## src/verilog/cache_pkg.sv

```systemverilog
`default_nettype none

// ========================================
// shared types for the data cache
// ========================================
package cache_pkg;

    // bits in one data word
    localparam int WORD_BITS = 32;
    // byte offset below the word select
    localparam int BYTE_BITS = 2;

    // one data word
    typedef logic [WORD_BITS-1:0] word_t;

    // processor byte address
    typedef logic [31:0] addr_t;

    // controller states
    // store only entered after a hit
    // done holds ack until req falls
    typedef enum logic [2:0] {
        st_idle,
        st_lookup,
        st_writeback,
        st_refill,
        st_store,
        st_done
    } ctrl_state_t;

endpackage

`default_nettype wire

```

## src/verilog/cache_core.sv

```systemverilog
`timescale 1ns/100ps
`default_nettype none

module cache_core #(
    parameter int WAYS           = 2,
    parameter int SETS           = 4,
    parameter int WORDS_PER_LINE = 4,
    localparam int WAY_W  = $clog2(WAYS),
    localparam int IDX_W  = $clog2(SETS),
    localparam int WSEL_W = $clog2(WORDS_PER_LINE),
    localparam int OFF_W  = WSEL_W + cache_pkg::BYTE_BITS,
    localparam int TAG_W  = 32 - IDX_W - OFF_W,
    localparam int LINE_W = WORDS_PER_LINE * cache_pkg::WORD_BITS
) (
    input  logic              clk,
    input  logic              rst,
    input  logic              flush,
    // lookup port that also addresses the store
    input  cache_pkg::addr_t  lookup_addr,
    output logic              lookup_hit,
    output logic [WAY_W-1:0]  lookup_way,
    output cache_pkg::word_t  lookup_data,
    // single word store
    input  logic              store_en,
    input  logic [WAY_W-1:0]  store_way,
    input  cache_pkg::word_t  store_data,
    // whole line refill
    input  logic              refill_en,
    input  cache_pkg::addr_t  refill_addr,
    input  logic [WAY_W-1:0]  refill_way,
    input  logic [LINE_W-1:0] refill_line,
    // victim read
    input  cache_pkg::addr_t  victim_addr,
    input  logic [WAY_W-1:0]  victim_way,
    output logic [TAG_W-1:0]  victim_tag,
    output logic              victim_dirty,
    output logic [LINE_W-1:0] victim_line
);

    // ========================================
    // storage
    // ========================================
    logic [TAG_W-1:0] tag_array   [SETS][WAYS];
    logic             valid_array [SETS][WAYS];
    logic             dirty_array [SETS][WAYS];
    cache_pkg::word_t data_array  [SETS][WAYS][WORDS_PER_LINE];

    logic [TAG_W-1:0]  lk_tag;
    logic [IDX_W-1:0]  lk_idx;
    logic [WSEL_W-1:0] lk_word;
    logic [TAG_W-1:0]  rf_tag;
    logic [IDX_W-1:0]  rf_idx;
    logic [IDX_W-1:0]  vc_idx;

    // address split from the top as tag then index then word then byte
    assign lk_tag  = lookup_addr[31 -: TAG_W];
    assign lk_idx  = lookup_addr[OFF_W +: IDX_W];
    assign lk_word = lookup_addr[cache_pkg::BYTE_BITS +: WSEL_W];
    assign rf_tag  = refill_addr[31 -: TAG_W];
    assign rf_idx  = refill_addr[OFF_W +: IDX_W];
    assign vc_idx  = victim_addr[OFF_W +: IDX_W];

    // ========================================
    // tag, valid and dirty
    // ========================================
    always_ff @(posedge clk or posedge rst) begin
        if (rst) begin
            for (int s = 0; s < SETS; s++) begin
                for (int w = 0; w < WAYS; w++) begin
                    valid_array[s][w] <= 1'b0;
                    dirty_array[s][w] <= 1'b0;
                    tag_array[s][w]   <= '0;
                end
            end
        end else if (flush) begin
            // dirty data is dropped without write-back
            for (int s = 0; s < SETS; s++) begin
                for (int w = 0; w < WAYS; w++) begin
                    valid_array[s][w] <= 1'b0;
                    dirty_array[s][w] <= 1'b0;
                    tag_array[s][w]   <= '0;
                end
            end
        end else begin
            // fresh line from memory is clean
            if (refill_en) begin
                tag_array[rf_idx][refill_way]   <= rf_tag;
                valid_array[rf_idx][refill_way] <= 1'b1;
                dirty_array[rf_idx][refill_way] <= 1'b0;
            end
            // line already valid here
            if (store_en) begin
                dirty_array[lk_idx][store_way] <= 1'b1;
            end
        end
    end

    // data words
    always_ff @(posedge clk) begin
        if (refill_en) begin
            for (int w = 0; w < WORDS_PER_LINE; w++) begin
                data_array[rf_idx][refill_way][w] <=
                    refill_line[w*cache_pkg::WORD_BITS +: cache_pkg::WORD_BITS];
            end
        end
        if (store_en) begin
            data_array[lk_idx][store_way][lk_word] <= store_data;
        end
    end

    // ========================================
    // lookup and victim read
    // ========================================
    always_comb begin
        lookup_hit = 1'b0;
        lookup_way = '0;
        for (int w = 0; w < WAYS; w++) begin
            if (valid_array[lk_idx][w] && tag_array[lk_idx][w] == lk_tag) begin
                lookup_hit = 1'b1;
                lookup_way = WAY_W'(w);
            end
        end
    end

    // meaningful only with lookup_hit
    assign lookup_data = data_array[lk_idx][lookup_way][lk_word];

    assign victim_tag   = tag_array[vc_idx][victim_way];
    assign victim_dirty = dirty_array[vc_idx][victim_way];

    // word 0 in the low bits
    always_comb begin
        for (int w = 0; w < WORDS_PER_LINE; w++) begin
            victim_line[w*cache_pkg::WORD_BITS +: cache_pkg::WORD_BITS] =
                data_array[vc_idx][victim_way][w];
        end
    end

endmodule

`default_nettype wire

```

## src/verilog/cache_ctrl.sv

```systemverilog
`timescale 1ns/100ps
`default_nettype none

module cache_ctrl #(
    parameter int WAYS           = 2,
    parameter int SETS           = 4,
    parameter int WORDS_PER_LINE = 4,
    localparam int WAY_W  = $clog2(WAYS),
    localparam int IDX_W  = $clog2(SETS),
    localparam int OFF_W  = $clog2(WORDS_PER_LINE) + cache_pkg::BYTE_BITS,
    localparam int TAG_W  = 32 - IDX_W - OFF_W,
    localparam int LINE_W = WORDS_PER_LINE * cache_pkg::WORD_BITS
) (
    input  logic              clk,
    input  logic              rst,
    // processor side as four-phase slave
    input  logic              cpu_req,
    input  logic              cpu_we,
    input  cache_pkg::addr_t  cpu_addr,
    input  cache_pkg::word_t  cpu_wdata,
    output logic              cpu_ack,
    output cache_pkg::word_t  cpu_rdata,
    // memory side as four-phase master
    output logic              mem_req,
    output logic              mem_we,
    output cache_pkg::addr_t  mem_addr,
    output logic [LINE_W-1:0] mem_wdata,
    input  logic              mem_ack,
    input  logic [LINE_W-1:0] mem_rdata,
    // to the core
    output cache_pkg::addr_t  lookup_addr,
    output logic              store_en,
    output logic [WAY_W-1:0]  store_way,
    output cache_pkg::word_t  store_data,
    output logic              refill_en,
    output cache_pkg::addr_t  refill_addr,
    output logic [WAY_W-1:0]  refill_way,
    output logic [LINE_W-1:0] refill_line,
    output cache_pkg::addr_t  victim_addr,
    output logic [WAY_W-1:0]  victim_way,
    // from the core
    input  logic              lookup_hit,
    input  logic [WAY_W-1:0]  lookup_way,
    input  cache_pkg::word_t  lookup_data,
    input  logic [TAG_W-1:0]  victim_tag,
    input  logic              victim_dirty,
    input  logic [LINE_W-1:0] victim_line,
    // replacement
    output logic [IDX_W-1:0]  index,
    output logic              advance,
    input  logic [WAY_W-1:0]  repl_way
);

    cache_pkg::ctrl_state_t state;

    // latched request
    cache_pkg::addr_t req_addr;
    logic             req_we;
    cache_pkg::word_t req_wdata;
    // victim way held over the miss
    logic [WAY_W-1:0] way_q;

    cache_pkg::addr_t fill_addr;
    cache_pkg::addr_t wb_addr;

    assign index     = req_addr[OFF_W +: IDX_W];
    assign fill_addr = {req_addr[31:OFF_W], OFF_W'(0)};
    // evicted line goes back under its own tag
    assign wb_addr   = {victim_tag, index, OFF_W'(0)};

    // ========================================
    // core and replacement hookup
    // ========================================
    assign lookup_addr = req_addr;
    assign victim_addr = req_addr;
    assign refill_addr = req_addr;
    // live pointer while deciding and the latched copy afterwards
    assign victim_way  = (state == cache_pkg::st_lookup) ? repl_way : way_q;
    assign refill_way  = way_q;
    assign refill_line = mem_rdata;
    // line written on the ack edge
    assign refill_en   = (state == cache_pkg::st_refill) && mem_req && mem_ack;
    assign advance     = refill_en;
    assign store_en    = (state == cache_pkg::st_store);
    assign store_way   = lookup_way;
    assign store_data  = req_wdata;

    // ========================================
    // state and handshake flags
    // ========================================
    always_ff @(posedge clk or posedge rst) begin
        if (rst) begin
            state   <= cache_pkg::st_idle;
            cpu_ack <= 1'b0;
            mem_req <= 1'b0;
            mem_we  <= 1'b0;
        end else begin
            case (state)
                cache_pkg::st_idle: begin
                    if (cpu_req)
                        state <= cache_pkg::st_lookup;
                end
                cache_pkg::st_lookup: begin
                    if (lookup_hit) begin
                        state <= req_we ? cache_pkg::st_store : cache_pkg::st_done;
                    end else begin
                        // dirty implies valid
                        mem_req <= 1'b1;
                        mem_we  <= victim_dirty;
                        state   <= victim_dirty ? cache_pkg::st_writeback
                                                : cache_pkg::st_refill;
                    end
                end
                cache_pkg::st_writeback: begin
                    // drop req on ack and refill once ack is gone
                    if (mem_req && mem_ack) begin
                        mem_req <= 1'b0;
                    end else if (!mem_req && !mem_ack) begin
                        mem_req <= 1'b1;
                        mem_we  <= 1'b0;
                        state   <= cache_pkg::st_refill;
                    end
                end
                cache_pkg::st_refill: begin
                    if (mem_req && mem_ack)
                        mem_req <= 1'b0;
                    else if (!mem_req && !mem_ack)
                        state <= cache_pkg::st_lookup;
                end
                cache_pkg::st_store: begin
                    // word lands on this edge together with ack
                    cpu_ack <= 1'b1;
                    state   <= cache_pkg::st_done;
                end
                cache_pkg::st_done: begin
                    if (!cpu_ack) begin
                        cpu_ack <= 1'b1;
                    end else if (!cpu_req) begin
                        cpu_ack <= 1'b0;
                        state   <= cache_pkg::st_idle;
                    end
                end
                default: state <= cache_pkg::st_idle;
            endcase
        end
    end

    // request, read data and memory payload
    always_ff @(posedge clk) begin
        if (state == cache_pkg::st_idle && cpu_req) begin
            req_addr  <= cpu_addr;
            req_we    <= cpu_we;
            req_wdata <= cpu_wdata;
        end
        if (state == cache_pkg::st_lookup) begin
            if (lookup_hit) begin
                // writes echo the stored word
                cpu_rdata <= req_we ? req_wdata : lookup_data;
            end else begin
                way_q     <= repl_way;
                mem_wdata <= victim_line;
                mem_addr  <= victim_dirty ? wb_addr : fill_addr;
            end
        end
        if (state == cache_pkg::st_writeback && !mem_req && !mem_ack) begin
            mem_addr <= fill_addr;
        end
    end

endmodule

`default_nettype wire

```

## src/verilog/cache_replace.sv

```systemverilog
`timescale 1ns/100ps
`default_nettype none

module cache_replace #(
    parameter int WAYS = 2,
    parameter int SETS = 4,
    localparam int WAY_W = $clog2(WAYS),
    localparam int IDX_W = $clog2(SETS)
) (
    input  logic             clk,
    input  logic             rst,
    input  logic [IDX_W-1:0] index,
    input  logic             advance,
    output logic [WAY_W-1:0] victim_way
);

    // one fill pointer per set
    logic [WAY_W-1:0] ptr [SETS];

    assign victim_way = ptr[index];

    // only refills move the pointer so the order is fifo
    always_ff @(posedge clk or posedge rst) begin
        if (rst) begin
            for (int s = 0; s < SETS; s++) begin
                ptr[s] <= '0;
            end
        end else if (advance) begin
            // wrap at WAYS rather than at the vector width
            if (ptr[index] == WAY_W'(WAYS - 1))
                ptr[index] <= '0;
            else
                ptr[index] <= ptr[index] + 1'b1;
        end
    end

endmodule

`default_nettype wire

```

## src/verilog/cache_top.sv

```systemverilog
`timescale 1ns/100ps
`default_nettype none

module cache_top #(
    parameter int WAYS           = 2,
    parameter int SETS           = 4,
    parameter int WORDS_PER_LINE = 4,
    localparam int WAY_W  = $clog2(WAYS),
    localparam int IDX_W  = $clog2(SETS),
    localparam int TAG_W  = 32 - IDX_W - $clog2(WORDS_PER_LINE) - cache_pkg::BYTE_BITS,
    localparam int LINE_W = WORDS_PER_LINE * cache_pkg::WORD_BITS
) (
    input  logic              clk,
    input  logic              rst,
    input  logic              flush,
    // processor port
    input  logic              cpu_req,
    input  logic              cpu_we,
    input  cache_pkg::addr_t  cpu_addr,
    input  cache_pkg::word_t  cpu_wdata,
    output logic              cpu_ack,
    output cache_pkg::word_t  cpu_rdata,
    // line wide memory port
    output logic              mem_req,
    output logic              mem_we,
    output cache_pkg::addr_t  mem_addr,
    output logic [LINE_W-1:0] mem_wdata,
    input  logic              mem_ack,
    input  logic [LINE_W-1:0] mem_rdata
);

    // ========================================
    // controller to core
    // ========================================
    cache_pkg::addr_t  lookup_addr;
    logic              lookup_hit;
    logic [WAY_W-1:0]  lookup_way;
    cache_pkg::word_t  lookup_data;
    logic              store_en;
    logic [WAY_W-1:0]  store_way;
    cache_pkg::word_t  store_data;
    logic              refill_en;
    cache_pkg::addr_t  refill_addr;
    logic [WAY_W-1:0]  refill_way;
    logic [LINE_W-1:0] refill_line;
    cache_pkg::addr_t  victim_addr;
    logic [WAY_W-1:0]  victim_way;
    logic [TAG_W-1:0]  victim_tag;
    logic              victim_dirty;
    logic [LINE_W-1:0] victim_line;
    // controller to replacement
    logic [IDX_W-1:0]  index;
    logic              advance;
    logic [WAY_W-1:0]  repl_way;

    // mem_we high only during write-back
    cache_ctrl #(.WAYS(WAYS), .SETS(SETS), .WORDS_PER_LINE(WORDS_PER_LINE)) u_ctrl (
        .clk(clk), .rst(rst),
        .cpu_req(cpu_req), .cpu_we(cpu_we), .cpu_addr(cpu_addr), .cpu_wdata(cpu_wdata),
        .cpu_ack(cpu_ack), .cpu_rdata(cpu_rdata),
        .mem_req(mem_req), .mem_we(mem_we), .mem_addr(mem_addr), .mem_wdata(mem_wdata),
        .mem_ack(mem_ack), .mem_rdata(mem_rdata),
        .lookup_addr(lookup_addr), .store_en(store_en), .store_way(store_way),
        .store_data(store_data), .refill_en(refill_en), .refill_addr(refill_addr),
        .refill_way(refill_way), .refill_line(refill_line),
        .victim_addr(victim_addr), .victim_way(victim_way),
        .lookup_hit(lookup_hit), .lookup_way(lookup_way), .lookup_data(lookup_data),
        .victim_tag(victim_tag), .victim_dirty(victim_dirty), .victim_line(victim_line),
        .index(index), .advance(advance), .repl_way(repl_way)
    );

    cache_core #(.WAYS(WAYS), .SETS(SETS), .WORDS_PER_LINE(WORDS_PER_LINE)) u_core (
        .clk(clk), .rst(rst), .flush(flush),
        .lookup_addr(lookup_addr), .lookup_hit(lookup_hit), .lookup_way(lookup_way),
        .lookup_data(lookup_data),
        .store_en(store_en), .store_way(store_way), .store_data(store_data),
        .refill_en(refill_en), .refill_addr(refill_addr), .refill_way(refill_way),
        .refill_line(refill_line),
        .victim_addr(victim_addr), .victim_way(victim_way), .victim_tag(victim_tag),
        .victim_dirty(victim_dirty), .victim_line(victim_line)
    );

    // fifo victim choice per set
    cache_replace #(.WAYS(WAYS), .SETS(SETS)) u_replace (
        .clk(clk), .rst(rst),
        .index(index), .advance(advance), .victim_way(repl_way)
    );

endmodule

`default_nettype wire
```

## config.mk

```make
export PLATFORM = sky130hd
export DESIGN_NAME = cache_top
export DESIGN_NICKNAME = d
export VERILOG_FILES = /design/src/verilog/cache_pkg.sv /design/src/verilog/cache_core.sv /design/src/verilog/cache_ctrl.sv /design/src/verilog/cache_replace.sv /design/src/verilog/cache_top.sv
export SDC_FILE = /design/constraint.sdc
export NUM_CORES = 2
export LEC_CHECK = 0
export BUFFER_PORTS_ARGS = -buffer_cell sky130_fd_sc_hd__buf_2
export CAP_MARGIN = 20
export CORE_MARGIN = 5
export CORE_UTILIZATION = 55
export DETAILED_ROUTE_END_ITERATION = 8
export PLACE_DENSITY = 0.8
export SETUP_SLACK_MARGIN = 0.15
export SLEW_MARGIN = 40
export SYNTH_ARGS = -nofsm -noshare
export SYNTH_HDL_FRONTEND = slang
export SYNTH_SLANG_ARGS = --single-unit
```

## constraint.sdc

```tcl
create_clock -name clk -period 8.1 [get_ports clk]
set_clock_uncertainty 0.2 [all_clocks]
set_input_delay 2.025 -clock clk [delete_from_list [all_inputs] [get_ports clk]]
set_output_delay 2.025 -clock clk [all_outputs]
set_load 0.01 [all_outputs]
```

=== After elaboration in Yosys (flattened, before gate mapping) ===
Memory sizes are Yosys's and may differ from the RTL's. A register that Yosys moved wholly into a read port is not among the register bits.
Cells that the tools add are included.

* Register bits after elaboration: 492
* Bits in latches: 0
* Bits in writable memories: 1,024
* Bits in read-only memories: 0
* Input port bits: 198
* Output and inout port bits: 195
* Logic and storage cells: 2,260
* Memories kept: 1

* Add/subtract/negate cells: 1
* Multipliers: 0
* Div/mod/pow operators: 0
* Order comparisons: 9
* Eq/ne operators: 18
* Shift operators: 0
* Multiplexer cells: 1,128
* Bitwise logic cells: 1,036
* Reduce and logical (&&, ||, !) cells: 27

{| class="wikitable"
|+ Memories
! memory !! depth !! width !! read ports !! clocked after Yosys merged registers in !! write ports !! RTL line !! RTL
|-
| u_core.data_array || 4 || 256 || 1 || 1 || 1 || cache_core.sv:46 || <nowiki>cache_pkg::word_t data_array [SETS][WAYS][WORDS_PER_LINE];</nowiki>
|}

{| class="wikitable"
|+ Operator list
! kind !! count
|-
| $mux 256 || 5
|-
| $mux 1 || 1,049
|-
| $mux 128 || 8
|-
| $or 1x1->1 || 1,024
|-
| $demux 128 s1 || 5
|-
| $mux 208 || 2
|-
| $mux 32 || 9
|-
| $bwmux 208 || 1
|-
| $mux 52 || 3
|-
| $bmux 52 s2 || 1
|-
| $demux 52 s2 || 1
|-
| $mux 26 || 4
|-
| $mux 96 || 1
|-
| $bmux 32 s2 || 1
|-
| $demux 32 s2 || 1
|-
| $mux 64 || 1
|-
| $eq 26x26->1 || 2
|-
| $mux 8 || 6
|-
| $demux 26 s1 || 1
|-
| $mux 3 || 8
|-
| $pmux 3 s6 || 1
|-
| $or 8x8->8 || 2
|-
| $mux 2 || 7
|-
| $ne 2x2->1 const B || 7
|-
| other kinds (34) || 69
|}

=== Logic depth before layout (Yosys ltp) ===
* Word-level depth: 17
* Depth in mapped cells: 13
* Mapped depth without buffers: 8

=== By module ===
From an unflattened synthesis, not the netlist that was laid out.

* Cells, all modules: 6,237
* Area total of the unflattened synthesis: 81,883.5 sq um

{| class="wikitable"
|+ By module, submodules not included
! module !! instances !! cells each !! area each (sq um) !! sequential area each (sq um)
|-
| cache_core || 1 || 5,646 || 71,364.7 || 36,354.9
|-
| cache_ctrl || 1 || 577 || 10,329.9 || 7,777.5
|-
| cache_replace || 1 || 14 || 188.9 || 100.1
|}

=== Worst setup path after synthesis ===
OpenSTA, ideal clock, no wires.

* Path kind: register -> register
* Start point: register u_ctrl.req_addr[4] (netlist: u_ctrl.lookup_addr[4])
* End point: register u_ctrl.mem_we
* Library setup time: 0.381 ns
* Arrival: 8.004 ns
* Data required time: 7.519 ns
* Setup slack: -0.485 ns
* Stages on the path, launching flop included: 12
* Path buffers: 4
* Clock period less this slack: 8.585 ns
* Path through: edfxtp_1 -> buf_6 -> buf_4 -> buf_2 -> buf_2 -> mux4_2 -> xor2_1 -> nor3_1 -> o2111ai_1 -> o22ai_1 -> nor2_1 -> mux2i_1

* Cells in the longest elaborated chain, start to end: 11
* Elaborated cells on any way between the ends: 28
* Classes of those cells: eq/ne (3); mux (20); bitwise (2); reduce/logical (3)

{| class="wikitable"
|+ RTL lines
! element !! RTL line !! RTL
|-
| start: declaration || cache_ctrl.sv:57 || <nowiki>cache_pkg::addr_t req_addr;</nowiki>
|-
| start signal: assignment || cache_ctrl.sv:151 || <nowiki>req_addr <= cpu_addr;</nowiki>
|-
| $not 2->3 (implied by the code) (*) || cache_core.sv:118, cache_core.sv:129, cache_replace.sv:20 ||
|-
| branches (longest 10 deep; another with $bmux 52 s2) || -- ||
|-
| end signal: assignment || cache_ctrl.sv:109 || <nowiki>mem_we <= victim_dirty;</nowiki>
|-
| end: declaration || cache_ctrl.sv:25 || <nowiki>output logic mem_we,</nowiki>
|}

Mark *: on every way between the ends. The select of a mux whose other input is x is not followed.
A chain may end at the register's enable or synchronous reset.

=== Worst setup path in the final report ===
* Start point: register u_ctrl.req_addr[5] (netlist: u_ctrl.lookup_addr[5])
* End point: memory u_core.data_array[3][111] (netlist name), enable pin

* Cells in the longest elaborated chain, start to end: 14
* Elaborated cells on any way between the ends: 18
* Classes of those cells: order compare (2); eq/ne (1); mux (10); bitwise (3); reduce/logical (2)

{| class="wikitable"
|+ RTL lines
! element !! RTL line !! RTL
|-
| $not 2->3 (implied by the code) || cache_core.sv:118 || <nowiki>if (valid_array[lk_idx][w] && tag_array[lk_idx][w] == lk_tag) begin</nowiki>
|-
| $bmux 52 s2 || cache_core.sv:118 ||
|-
| $mux 52 || -- ||
|-
| $mux 52 (implied by the code) || cache_core.sv:118 ||
|-
| $eq 26x26->1 || cache_core.sv:118 ||
|-
| $logic_and 1x1->1 || cache_core.sv:118 ||
|-
| $mux 1 || cache_core.sv:118 ||
|-
| $not 1->2 (implied by the code) || cache_core.sv:107 || <nowiki>data_array[lk_idx][store_way][lk_word] <= store_data;</nowiki>
|-
| $ge 2x2->1 (implied by the code) / $lt 2x1->1 (equally long branches) || cache_core.sv:107 ||
|-
| $logic_and 1x1->1 (implied by the code) || cache_core.sv:107 ||
|-
| $mux 128 (implied by the code) || cache_core.sv:107 ||
|-
| $demux 128 s1 || cache_core.sv:107 ||
|-
| $mux 256 (implied by the code) || cache_core.sv:107 ||
|-
| $or 1x1->1 (no line) || -- ||
|-
| end: declaration || cache_core.sv:46 ||
|}

Several ways; a longest one is shown, not always the timed one. The select of a mux whose other input is x is not followed.

==> metrics.cfg <==
[yosys]
yosysTopAreaCell = edfxtp_1
ys_seq_area_share_pct = 68.1
synth_cell_types = 59
synthFlopType = edfxtp_1
synth_top_area_share_pct = 59.0
synthesis.area_sq_um = 65000
synthCells = 4194
synthTopCellsByArea = edfxtp_1, mux4_2, dfrtp_1
postSynthAreaPerCell_sq_um = 15.5
ys_async_sr_fraction_pct = 15.5
synth_seq_cells = 1512
synth-warning-count = 0
ys_top_cells_by_count = edfxtp_1, a21oi_1, nand2_1
synth_edf_count = 1276
yosysMostFrequentCell = edfxtp_1

[layout]
fin_util_pct = 63.1
finish.instance_area_sq_um = 74200
fin_nets = 4713
multi_input_area_sq_um = 19900
final-seq-area_sq_um = 44200
fill_cells = 8053
area_growth_pct = 14.3
drive_gt1_share_pct = 28.8
layoutNonFillerInstCount = 6189

[timing]
worst_slew_pin_slew_ns = 0.934
drv_slew = 0
fin_crit_sh_pct = 73.7
max_freq_ghz = 0.168
setup_ws_ns = 2.13
finalSetupViolCount = 0
holdWs_ns = 0.298
hold_violations = 0
finalSetupTns_ns = 0
period_minus_slack_ns = 5.97
max_slew_margin_pct = 37.7
rsz0062_at_grt = no

[global_routing]
antenna_found_initial = 25
grt_pass1_wl_microns = 283000
grt_pass1_vias = 41600
grt_overflow_total = 0
gr-usage-all-layers_pct = 31.1
grt_max_degree = 133

[placed_design]
place_area_sq_um = 69100
pre_cts_ws_ns = 2.15
dp_hpwl_microns = 121000
place_congestion = 0.875
post-place-cells = 5891
port-buffer-count = 386

[setup_path]
crit_path_frequent_cell = buf_4
path_max_fanout = 36
crit_arrival_ns = 6.19
r2r_cells = 12
path_cells = buf_6 -> buf_4 -> mux2i_1 -> o22ai_1 -> or3_1 -> a221oi_2 -> or4b_1 -> nor3_4 -> buf_4 -> nand2_8 -> a21oi_4 -> buf_4
setup.worst_path.end_class = register
r2r_start = u_ctrl.lookup_addr[5]$_DFFE_PP_
cp-start-kind = register
cpMaxStageDelayCell = a21oi_4
required_ns = 8.33
rrSetupSlack_ns = 2.13
r2r_end = u_core.data_array[3][111]$_DFFE_PP_
worstSetupPathType = register to register
critPathMaxStageDelay_ns = 0.78

[cts]
cts_setup_buffers = 0
ctsHtreeMaxLevel = 4
numCtsBuffers = 153
ctsResizeCount = 0
cts.sink_count = 1512
cts.reportedPaths.clkPinSlew_ns = 0.06
clockBufferDepth = 3
cts_tree = yes
root_buffer = clkbuf_16
cts_hold_buf = 0
worstSkewPairLatency_ns = 0.80

[status]
status = complete, no violations

[detailed_routing]
wl_met3_microns = 27400
drtIter0Drc = 6398
drc = 0
routed_wl_microns = 197000
wl_met1_microns = 66000
ant_nets = 0
vias = 41700
first_pass_iters = 9
wl_per_cell_microns = 31.8
dr_wl_met2_microns = 92100
vias_per_cell = 6.73
top_layer = met5

[power_and_ir_drop]
p_leak_nw = 25.4
ir_worst_vdd_mv = 0.234
total_power_mw = 21.2
powerDensity_nw_per_um2 = 285

[worst_hold_path]
min_to = u_replace.ptr[0]$_DFFE_PP0P_
min_from = u_replace.ptr[0]$_DFFE_PP0P_
hold_path.class = register to register
hold-path-cell-count = 1

[floorplan]
pin_count = 393
initial_core_util_pct = 55.2
core_area_sq_um = 118000
dieArea_sq_um = 125000
rows = 126
die_h_microns = 354
die_w_microns = 354

[run]
maxCapViolCount = 0

[per-layer routing]
layer	global-route usage, %	up-vias
met2	48.6	3536
met5	0	-
met1	40.4	20800
li1	-	16700
met3	8.89	683
met4	15.9	14
[sequential cells by signal, indices dropped and copies added, names as in the netlist, named ones only]
signal	count
u_core.data_array	1024
u_core.tag_array	208
u_ctrl.mem_wdata	128
u_ctrl.cpu_rdata	32
u_ctrl.store_data	32
u_ctrl.lookup_addr	30
u_ctrl.mem_addr	28
u_core.dirty_array	8
u_core.valid_array	8
u_replace.ptr	4
u_ctrl.state	3
u_ctrl.cpu_ack	1
u_ctrl.mem_req	1
u_ctrl.mem_we	1
u_ctrl.refill_way	1
u_ctrl.req_we	1
[report_power, final]
| group | internal, mW | total, mW | switching [mW] |
|---|---|---|---|
| registers | 9.39 | 9.74 | 0.353 |
| logic | 1.73 | 4.33 | 2.60 |
| clock network | 4.05 | 7.09 | 3.04 |
[logic make-up (layout without fill, tap and decap cells)]
kind of cell	count (synthesis)	count (layout)	synth area share [%]
muxes	651	651	17.5
xor gates and xnor gates	49	49	0.661
and+or+nand+nor	880	880	5.52
DFF	1512	1512	68.1
buffers and inverters	349	787	2.19
other	1	22	0.00577
AOI/OAI and AO/OA	752	752	6.06
[cell usage in the layout, fill, tap and decap left out, types with 9 or more instances in the layout]
cell type / instances
clkbuf_1: 34
buf_12: 9
xor2_1: 19
clkbuf_16: 156
xnor2_1: 30
mux2_4: 26
diode_2: 18
buf_6: 10
o21ai_0: 74
nand2_1: 511
bufinv_16: 14
buf_2: 385
inv_1: 17
mux2i_1: 96
dfrtp_1: 234
buf_4: 72
mux4_2: 360
nand4_1: 9
clkinv_1: 28
clkinv_2: 21
a21oi_1: 605
edfxtp_1: 1276
a21oi_4: 17
buf_16: 9
nor2_4: 27
nor2_1: 223
nor2b_1: 65
mux2_2: 167
[final cells by class]
type	count	share of cell area (%)
inverters	19	0.101
clock buffers	195	5.52
flip-flops and latches	1512	59.6
clock inverters	80	1.18
well taps	1536	2.59
diodes	18	0.0607
multi-input cells	2336	26.8
repair buffers	493	4.21
[how the worst max path moves through the flow]
| stage | start | end | slack (ns) | depth (start not counted) |
|---|---|---|---|---|
| 6_report | u_ctrl.lookup_addr[5]$_DFFE_PP_ | u_core.data_array[3][111]$_DFFE_PP_ | 2.13 | 12 |
| 5_1_grt | u_ctrl.lookup_addr[4]$_DFFE_PP_ | u_core.data_array[2][36]$_DFFE_PP_ | 1.94 | 9 |
| 4_1_cts | u_ctrl.lookup_addr[5]$_DFFE_PP_ | u_core.data_array[3][111]$_DFFE_PP_ | 2.14 | 11 |
| 3_5_place_dp | u_ctrl.lookup_addr[5]$_DFFE_PP_ | u_core.data_array[3][123]$_DFFE_PP_ | 2.15 | 10 |
| 3_3_place_gp | u_ctrl.lookup_addr[5]$_DFFE_PP_ | u_core.data_array[3][106]$_DFFE_PP_ | 2.00 | 11 |
| 2_1_floorplan | u_ctrl.lookup_addr[4]$_DFFE_PP_ | u_ctrl.mem_we$_DFFE_PP0P_ | 1.78 | 11 |
[worst max-delay path: cells and delay by family (launching register included)]
family                 cells  cell delay [ns]
multiplexers               1             0.40
AO/OA/AOI/OAI              3             1.29
flip-flops                 1             0.66
buffers and inverters      4             1.46
AND/OR/NAND/NOR            4             1.54
Note: power is estimated with default switching activity, not from simulation.
